<file path="src/source/frame_pkg.sv">
package frame_pkg;

  // ---------------------------------------------------------------------
  // frame geometry
  // ---------------------------------------------------------------------

  // serial data pins per front-end chip
  localparam int mxio = 8;

  // bits per pin per frame, half on d0 and half on d1
  localparam int word_size = 8;

  // deserialized word per channel
  localparam int mxsbits = mxio * word_size;

  // two bits per fastclock cycle on each pin
  localparam int frame_cycles = word_size / 2;
  localparam int phase_bits = $clog2(frame_cycles);

  // ---------------------------------------------------------------------
  // delay line and lock search
  // ---------------------------------------------------------------------

  // depth of the per-bit delay line, also the number of taps
  localparam int srl_depth = 16;
  localparam int tap_bits = $clog2(srl_depth);

  // sof runs two cycles behind data, matching the two word pipeline stages
  localparam int sof_extra_delay = 2;

  // frames between tap checks, gives a new tap time to settle
  localparam int check_period = 4;
  localparam int check_bits = $clog2(check_period);

  // run of aligned frames needed before lock
  localparam int mxstable = 16;
  localparam int stable_bits = $clog2(mxstable);

  localparam int num_channels = 2;

endpackage

</file>
<file path="src/source/bit_delay_line.sv">
`timescale 1ns/100ps

module bit_delay_line #(
  parameter int width = 1
) (
  input  logic                          fastclock,
  input  logic [width-1:0]              din,
  input  logic [frame_pkg::tap_bits-1:0] tap,
  output logic [width-1:0]              dout
);

  import frame_pkg::*;

  // ---------------------------------------------------------------------
  // one shift row per bit
  // ---------------------------------------------------------------------

  // only srl_depth-1 stored stages, tap 0 reads din straight through
  logic [srl_depth-2:0] shift_row [width];

  // all taps of each row, din at index 0
  logic [srl_depth-1:0] tap_row [width];

  always_comb begin
    for (int b = 0; b < width; b++) begin
      tap_row[b] = {shift_row[b], din[b]};
    end
  end

  // no reset, the line flushes itself within srl_depth cycles
  always_ff @(posedge fastclock) begin
    for (int b = 0; b < width; b++) begin
      shift_row[b] <= tap_row[b][srl_depth-2:0];
    end
  end

  // ---------------------------------------------------------------------
  // registered tap output
  // ---------------------------------------------------------------------

  // total delay din to dout is tap+1 cycles
  // this flop also serves as the fanout stage
  always_ff @(posedge fastclock) begin
    for (int b = 0; b < width; b++) begin
      dout[b] <= tap_row[b][tap];
    end
  end

endmodule

</file>
<file path="src/source/frame_timer.sv">
`timescale 1ns/100ps

module frame_timer (
  input  logic fastclock,
  input  logic rst,
  output logic frame_tick,
  output logic check_strobe
);

  import frame_pkg::*;

  // position of the current cycle within the frame
  logic [phase_bits-1:0] phase;

  // frames since the last tap check
  logic [check_bits-1:0] frame_cnt;

  logic last_phase;

  assign last_phase = (phase == phase_bits'(frame_cycles - 1));

  always_ff @(posedge fastclock) begin
    if (rst) begin
      phase        <= '0;
      frame_cnt    <= '0;
      frame_tick   <= 1'b0;
      check_strobe <= 1'b0;
    end else begin
      phase <= last_phase ? '0 : phase + 1'b1;

      // tick lands on phase 0 of the next frame
      frame_tick <= last_phase;

      if (last_phase) begin
        frame_cnt <= (frame_cnt == check_bits'(check_period - 1)) ? '0 : frame_cnt + 1'b1;
      end

      // strobe is always coincident with a frame tick
      check_strobe <= last_phase && (frame_cnt == check_bits'(check_period - 1));
    end
  end

endmodule

</file>
<file path="src/source/sof_lock_monitor.sv">
`timescale 1ns/100ps

module sof_lock_monitor (
  input  logic                          fastclock,
  input  logic                          rst,
  input  logic                          frame_tick,
  input  logic                          check_strobe,
  input  logic                          sof_dly,
  output logic [frame_pkg::tap_bits-1:0] tap,
  output logic                          locked,
  output logic                          alignment_error,
  output logic                          aligned
);

  import frame_pkg::*;

  // ---------------------------------------------------------------------
  // clean rising edge of the delayed sof
  // ---------------------------------------------------------------------

  // two cycles of history, an inverted or stuck sof is high here
  // and so never passes as a fresh edge
  logic sof_last;
  logic sof_last_last;

  always_ff @(posedge fastclock) begin
    if (rst) begin
      // start high so the first cycles after reset cannot look like an edge
      sof_last      <= 1'b1;
      sof_last_last <= 1'b1;
    end else begin
      sof_last      <= sof_dly;
      sof_last_last <= sof_last;
    end
  end

  // edge must fall exactly on the frame phase of the shared timer
  assign aligned = frame_tick && sof_dly && !sof_last && !sof_last_last;

  // ---------------------------------------------------------------------
  // tap search and lock
  // ---------------------------------------------------------------------

  // aligned frames seen in a row, parks at mxstable-1 once locked
  logic [stable_bits-1:0] stable_cnt;

  always_ff @(posedge fastclock) begin
    if (rst) begin
      tap             <= '0;
      stable_cnt      <= '0;
      locked          <= 1'b0;
      alignment_error <= 1'b0;
    end else begin
      // step only on the strobe so the previous tap had time to show up
      // 4-bit tap wraps back to zero after the last tap
      if (check_strobe && !aligned) begin
        tap <= tap + 1'b1;
      end

      if (frame_tick) begin
        if (aligned) begin
          if (!locked) begin
            if (stable_cnt == stable_bits'(mxstable - 1)) begin
              locked          <= 1'b1;
              alignment_error <= 1'b0;
            end else begin
              stable_cnt <= stable_cnt + 1'b1;
            end
          end
        end else begin
          // a single missed frame drops lock and restarts the count
          stable_cnt <= '0;
          locked     <= 1'b0;

          // error only means something once we had lock
          if (locked) begin
            alignment_error <= 1'b1;
          end
        end
      end
    end
  end

endmodule

</file>
<file path="src/source/frame_aligner.sv">
`timescale 1ns/100ps

module frame_aligner (
  input  logic                         fastclock,
  input  logic                         rst,
  input  logic                         frame_tick,
  input  logic                         check_strobe,
  input  logic [frame_pkg::mxio-1:0]    d0,
  input  logic [frame_pkg::mxio-1:0]    d1,
  input  logic                         start_of_frame,
  input  logic                         mask,
  output logic [frame_pkg::mxsbits-1:0] sbits,
  output logic                         sbits_valid,
  output logic                         sof_delayed,
  output logic                         locked,
  output logic                         alignment_error
);

  import frame_pkg::*;

  // pairs per frame on each pin
  localparam int half_word = word_size / 2;

  // ---------------------------------------------------------------------
  // input registers
  // ---------------------------------------------------------------------

  // d0 carries the even bit of each pair, d1 the odd bit
  logic [mxio-1:0] d0_ff;
  logic [mxio-1:0] d1_ff;
  logic            sof_ff;

  always_ff @(posedge fastclock) begin
    d0_ff <= d0;
    d1_ff <= d1;
  end

  always_ff @(posedge fastclock) begin
    if (rst) begin
      sof_ff <= 1'b0;
    end else begin
      sof_ff <= start_of_frame;
    end
  end

  // ---------------------------------------------------------------------
  // variable delay, one tap shared by sof and data
  // ---------------------------------------------------------------------

  logic [tap_bits-1:0] tap;
  logic [mxio-1:0]     d0_dly;
  logic [mxio-1:0]     d1_dly;
  logic                sof_line;

  bit_delay_line #(.width(mxio)) u_d0_delay (
    .fastclock (fastclock),
    .din       (d0_ff),
    .tap       (tap),
    .dout      (d0_dly)
  );

  bit_delay_line #(.width(mxio)) u_d1_delay (
    .fastclock (fastclock),
    .din       (d1_ff),
    .tap       (tap),
    .dout      (d1_dly)
  );

  bit_delay_line #(.width(1)) u_sof_delay (
    .fastclock (fastclock),
    .din       (sof_ff),
    .tap       (tap),
    .dout      (sof_line)
  );

  // fixed extra sof stages, lines the pulse up with word_s1 below
  logic [sof_extra_delay-1:0] sof_pipe;
  logic                       sof_dly;

  always_ff @(posedge fastclock) begin
    if (rst) begin
      sof_pipe <= '0;
    end else begin
      sof_pipe[0] <= sof_line;
      for (int i = 1; i < sof_extra_delay; i++) begin
        sof_pipe[i] <= sof_pipe[i-1];
      end
    end
  end

  assign sof_dly     = sof_pipe[sof_extra_delay-1];
  assign sof_delayed = sof_dly;

  // ---------------------------------------------------------------------
  // alignment search and lock
  // ---------------------------------------------------------------------

  logic aligned;

  sof_lock_monitor u_sof_lock_monitor (
    .fastclock       (fastclock),
    .rst             (rst),
    .frame_tick      (frame_tick),
    .check_strobe    (check_strobe),
    .sof_dly         (sof_dly),
    .tap             (tap),
    .locked          (locked),
    .alignment_error (alignment_error),
    .aligned         (aligned)
  );

  // ---------------------------------------------------------------------
  // deserializer
  // ---------------------------------------------------------------------

  // first pair is oldest, so it ends up in the top bit of each row
  logic [half_word-1:0] even_sr [mxio];
  logic [half_word-1:0] odd_sr  [mxio];

  // word_s0 holds a complete frame one cycle after its last pair lands,
  // word_s1 then lines it up with the tick of the following frame
  logic [mxsbits-1:0] word_s0;
  logic [mxsbits-1:0] word_s1;

  // even bit goes above its odd partner, first pair on bits 7 and 6
  function automatic logic [word_size-1:0] interleave(
    input logic [half_word-1:0] even,
    input logic [half_word-1:0] odd
  );
    logic [word_size-1:0] byte_out;
    for (int i = 0; i < half_word; i++) begin
      byte_out[2*i+1] = even[i];
      byte_out[2*i]   = odd[i];
    end
    return byte_out;
  endfunction

  always_ff @(posedge fastclock) begin
    for (int p = 0; p < mxio; p++) begin
      even_sr[p] <= {even_sr[p][half_word-2:0], d0_dly[p]};
      odd_sr[p]  <= {odd_sr[p][half_word-2:0], d1_dly[p]};

      // pin p owns byte p of the word
      word_s0[p*word_size +: word_size] <= interleave(even_sr[p], odd_sr[p]);
    end
    word_s1 <= word_s0;
  end

  // ---------------------------------------------------------------------
  // output word
  // ---------------------------------------------------------------------

  // one word per aligned frame, zeros while masked or hunting for lock
  always_ff @(posedge fastclock) begin
    if (rst || mask || !locked) begin
      sbits       <= '0;
      sbits_valid <= 1'b0;
    end else if (aligned) begin
      sbits       <= word_s1;
      sbits_valid <= 1'b1;
    end else begin
      sbits_valid <= 1'b0;
    end
  end

endmodule

</file>
<file path="src/source/sbit_receiver.sv">
`timescale 1ns/100ps

module sbit_receiver (
  input  logic                                                  fastclock,
  input  logic                                                  rst,
  input  logic [frame_pkg::num_channels-1:0][frame_pkg::mxio-1:0]    d0,
  input  logic [frame_pkg::num_channels-1:0][frame_pkg::mxio-1:0]    d1,
  input  logic [frame_pkg::num_channels-1:0]                    start_of_frame,
  input  logic [frame_pkg::num_channels-1:0]                    mask,
  output logic [frame_pkg::num_channels-1:0][frame_pkg::mxsbits-1:0] sbits,
  output logic [frame_pkg::num_channels-1:0]                    sbits_valid,
  output logic [frame_pkg::num_channels-1:0]                    sof_delayed,
  output logic [frame_pkg::num_channels-1:0]                    locked,
  output logic [frame_pkg::num_channels-1:0]                    alignment_error
);

  import frame_pkg::*;

  // ---------------------------------------------------------------------
  // shared frame timing
  // ---------------------------------------------------------------------

  // one timer so every channel aligns to the same frame boundary
  logic frame_tick;
  logic check_strobe;

  frame_timer u_frame_timer (
    .fastclock    (fastclock),
    .rst          (rst),
    .frame_tick   (frame_tick),
    .check_strobe (check_strobe)
  );

  // ---------------------------------------------------------------------
  // channels
  // ---------------------------------------------------------------------

  // each channel runs its own tap search against the shared tick
  for (genvar ch = 0; ch < num_channels; ch++) begin : g_channel
    frame_aligner u_frame_aligner (
      .fastclock       (fastclock),
      .rst             (rst),
      .frame_tick      (frame_tick),
      .check_strobe    (check_strobe),
      .d0              (d0[ch]),
      .d1              (d1[ch]),
      .start_of_frame  (start_of_frame[ch]),
      .mask            (mask[ch]),
      .sbits           (sbits[ch]),
      .sbits_valid     (sbits_valid[ch]),
      .sof_delayed     (sof_delayed[ch]),
      .locked          (locked[ch]),
      .alignment_error (alignment_error[ch])
    );
  end

endmodule

</file>
<file path="config.mk">
export PLATFORM = sky130hd
export DESIGN_NAME = sbit_receiver
export DESIGN_NICKNAME = d
export VERILOG_FILES = /design/src/source/frame_pkg.sv /design/src/source/bit_delay_line.sv /design/src/source/frame_timer.sv /design/src/source/sof_lock_monitor.sv /design/src/source/frame_aligner.sv /design/src/source/sbit_receiver.sv
export SDC_FILE = /design/constraint.sdc
export NUM_CORES = 1
export LEC_CHECK = 0
export ABC_CLOCK_PERIOD_IN_PS = 2400
export BUFFER_PORTS_ARGS = -buffer_cell sky130_fd_sc_hd__buf_2
export CAP_MARGIN = 5
export CORE_AREA = 2 2 214 216
export CTS_CLUSTER_SIZE = 8
export DETAILED_ROUTE_END_ITERATION = 7
export DIE_AREA = 0 0 216 218
export GPL_TIMING_DRIVEN = 0
export PLACE_DENSITY = 0.89
export SLEW_MARGIN = 15
export SYNTH_ARGS = -nofsm -noshare
export SYNTH_HDL_FRONTEND = slang
export SYNTH_SLANG_ARGS = --single-unit
</file>
<file path="constraint.sdc">
create_clock -name fastclock -period 2.4 [get_ports fastclock]
set_input_delay 0.24 -clock fastclock [delete_from_list [all_inputs] [get_ports fastclock]]
set_output_delay 0.24 -clock fastclock [all_outputs]
set_load 0.005 [all_outputs]
</file>
==> flow_results.org <==
** Synthesis
- Largest cells by area after synthesis :: dfxtp_1, mux4_2, mux2i_1
- The most used flip-flop cell after synthesis is dfxtp_1.
- Of all cell types, the one taking the most synthesized area is dfxtp_1.
- Synthesis handed over a netlist of between 1500 and 2000 instances.
- For this run, the number of Yosys warnings is 0.
- After synthesis, flip-flops and latches occupy 72.4% of the total area.
- For this run, asynchronously set or reset flops after synthesis account for 0%.
- Number of flip-flops and latches in the synthesized netlist :: just over 900
- Area fraction of the dominant cell type after synthesis :: 72.4%
- Distinct cells, synth :: 35
- In this run the mean area of a mapped cell was about 13 um^2.
- Total nets after synthesis :: roughly 2000
- Number of enable-type register cells in the synthesized netlist :: 0
- Mapped Area :: 25800 um^2

** Hold path
- The worst hold path was traced through 2 stages.
- The tightest min-delay check is of the in2reg type.

** STA
- For the pin with the worst max-slew slack, the measured transition is approximately 0.85 ns.
- Final hold violations :: 0
- Relative slew slack :: a little over two fifths
- Number of max-slew violations in the final report :: 0
- Derived from the worst setup path, the maximum achievable clock frequency is 0.435 GHz.
- Final setup margin :: 0.0986 ns
- Final setup violating endpoints :: 0
- Of the available clock period, the critical path in the final layout requires 95.9%.
- Counting I/O delays and the setup requirement, the final critical path takes 2.30 ns.
- After routing, the total negative slack on setup checks comes to 0 ns.
- Across all hold checks on the routed design, the worst slack comes to 0.193 ns.
- The clock arrives with 0.0283 ns of skew.
- Setup repair after global routing left no endpoint under its margin.

** Power
- Total net switching power :: 7.11 mW
- Power per unit of standard cell area :: 1070 nW/um^2
- Fraction of power spent switching nets :: a little over a fifth
- The share of total power dissipated in combinational logic is 1.1%.
- The design draws 33.7 mW.
- Per report_power, the sequential group accounts for 49.5% of the total.
- Of the total power, the clock network draws roughly 50%.
- Internal power :: around 27 mW
- VDD sags by at most 0.000604 V.
- For this design the static power due to leakage is about 12 nW.

** Routing
- Sum of met2 wire segment lengths after detailed routing :: ~33000 um
- The detailed router put a total of between 20000 and 30000 um of wire on met1.
- The routed design uses 3810 um of met3 wire.
- Router iterations before antenna repair :: 5
- Average via count per standard cell :: 5.79
- The final layout contains routed wiring with a total length of about 65000 um.
- In the routed design, unresolved DRC markers number 0.
- Vias post-DR :: 16700
- Number of routed nets with antenna violations :: 0
- For this block, the initial DRC count from the detailed router was 1593.
- After detailed routing, the average wire length per cell comes to between 20 and 25 um.
- Top layer used by detailed routing :: met4

** Critical path
- For the worst setup path, the data required time is 3.00 ns.
- STA classifies the critical path startpoint as a flip-flop.
- Data arrival, critical path :: approximately 2.9 ns
- Worst-path maximum fanout :: 10
- Classification of the worst setup path :: reg2reg
- Reg2reg path depth :: 6
- The worst setup path is captured at a flip-flop.

** Clock network
- Clock tree from TritonCTS :: yes
- The clock passes through at most 3 buffers.
- Num CTS Buffers :: 135
- Library cell used as clock root buffer :: clkbuf_16
- Sinks on Clock Net :: 934
- Later-pin clock latency in the skew report :: 0.69 ns
- Clock transition time at the flip-flop clock pins of the worst setup and hold paths :: 0.05 ns
- Depth of the CTS H-tree :: 4

** Run
- Max-cap violations :: 0

** Floorplan
- Top-level I/O count :: 174
- Die footprint :: 47100 um^2
- The die is about 220 um wide.
- Core region area :: 44900 um^2
- Starting Density :: 57.5%
- Number of standard-cell rows in the floorplan :: 78
- Measured along the y axis, the die boundary spans 218 um.

** Cells and area
- The top cell types in the final layout, fill and taps aside, are dfxtp_1, nand2_1, buf_2.
- The net count of the finished layout is 2316.
- The post-route netlist has 20.8% of its cells at a drive strength greater than 1.
- The area growth from synthesis to layout is 21.8%.
- Diodes inserted :: 0
- Final instance count without filler cells :: 2887
- Most frequent standard cell in the layout excluding fill and tap cells :: dfxtp_1

** GRT
- Initial antenna violation count :: 0
- The first global-routing pass estimated around 100000 um of wire.
- Overall track demand over capacity in global routing :: 27.6%
- Largest net degree at the start of global routing :: 17
- Vias in the first global route :: 17800
- Global routing finished with a remaining overflow of 0.

** Place
- Before CTS, the worst setup slack after placement is 0.0833 ns.
- Port buffering added 172 buffers.
- Cell count after placement :: 2696
- After legalization and detailed placement, the total HPWL measured 35000 um.
- The congestion estimate from routability-driven global placement came to ~0.85.

** Run status
- Outcome :: finished clean
==> cell usage after synthesis, types with 4 or more instances <==
cell        n
a211oi_1    4
a21oi_1   138
a221oi_1   68
a22oi_1    36
and3_1      4
buf_1      18
buf_2      31
buf_4      21
buf_6      15
clkbuf_1   24
dfxtp_1   934
ha_1        8
mux2i_1   140
mux4_2     68
nand2_1   306
nand3_1     8
nand4_1     4
nor2_1     17
nor2b_1    10
o21ai_0    20
o21ai_1    18
or2_2       4
xor2_1      4
==> per-stage QoR <==
step / util, % / area [um^2]
global route: 70.0 / 31400
CTS: 70.0 / 31400
floorplan: - / 25800
detailed placement: 61.1 / 27400
finish: 70.0 / 31400
global placement: 61.1 / 27400
==> logic make-up after synthesis <==
family | after synthesis | synth area share [%]
AO/OA/AOI/OAI | 286 | 6.94
XOR/XNOR | 6 | 0.204
adder cells (fa/ha/maj) | 8 | 0.388
buffers and inverters | 119 | 2.94
flip-flops | 934 | 72.4
multiplexers | 208 | 11.4
AND/OR/NAND/NOR | 363 | 5.72
==> state kept, by name, indices dropped and copies added (netlist names), 4 cells and up <==
name / count
g_channel.u_frame_aligner.u_sof_lock_monitor.stable_cnt: 8
g_channel.u_frame_aligner.odd_sr: 38
g_channel.u_frame_aligner.sof_pipe: 4
g_channel.u_frame_aligner.u_sof_delay.shift_row: 30
g_channel.u_frame_aligner.u_d1_delay.dout: 16
g_channel.u_frame_aligner.sbits: 128
g_channel.u_frame_aligner.word_s1: 84
g_channel.u_frame_aligner.even_sr: 46
g_channel.u_frame_aligner.d0_ff: 16
g_channel.u_frame_aligner.u_d0_delay.shift_row: 240
g_channel.u_frame_aligner.u_d0_delay.dout: 16
g_channel.u_frame_aligner.u_d1_delay.shift_row: 240
g_channel.u_frame_aligner.d1_ff: 16
g_channel.u_frame_aligner.word_s0: 24
g_channel.u_frame_aligner.u_sof_lock_monitor.tap: 8
==> cell type report <==
type | count | area (um^2)
plain buffers | 115 | 749
flip-flops and latches | 934 | 18700
clock buffers | 138 | 3410
well taps | 600 | 751
clock inverters | 16 | 220
fillers | 2542 | 13500
repair buffers | 209 | 1230
multi-input cells | 871 | 6360
inverters | 4 | 15.0
==> what timing repair did <==
action                     CTS  global route
setup endpoints to repair    1             7
hold buffers                37             0
pin swaps                    0             0
buffers inserted             0             0
hold endpoints to repair    37             0
cloned                       0             0
gates resized for setup      1             4
==> worst max-delay path, cell delays in order, from the launching register on <==
cell	delay, ns
dfxtp_1	0.31
buf_2	0.29
clkinv_1	0.42
clkbuf_1	0.41
a221oi_1	0.44
o21ai_0	0.17
nand2_1	0.17
==> worst paths after layout <==
kind / startpoint / end / slack (ns)
max: flip-flop / g_channel[0].u_frame_aligner.u_d0_delay.dout[3] / 0.1
min: d0[8] / g_channel[1].u_frame_aligner.d0_ff[0] / 0.19
min reg2reg: g_channel[0].u_frame_aligner.even_sr[1][5] / g_channel[0].u_frame_aligner.even_sr[1][6] / 0.31
max reg2reg: flip-flop / g_channel[0].u_frame_aligner.u_d0_delay.dout[3] / 0.1
==> layer usage <==
layer,GRT usage (%),up-vias
li1,-,7297
met1,32.4,8329
met2,47.9,864
met3,5.36,232
met4,15.2,0
met5,0,-
==> power by group through the flow <==
stage | combinational [mW] | clock, mW | sequential [mW]
after floorplan | 0.215 | 0 | 16.7
after global placement | 0.289 | 0 | 16.8
after detailed placement | 0.306 | 0 | 16.9
after CTS | 0.374 | 16.7 | 16.6
after global routing | 0.409 | 17.4 | 16.7
final | 0.387 | 16.6 | 16.7
Note: power is estimated with default switching activity, not from simulation.
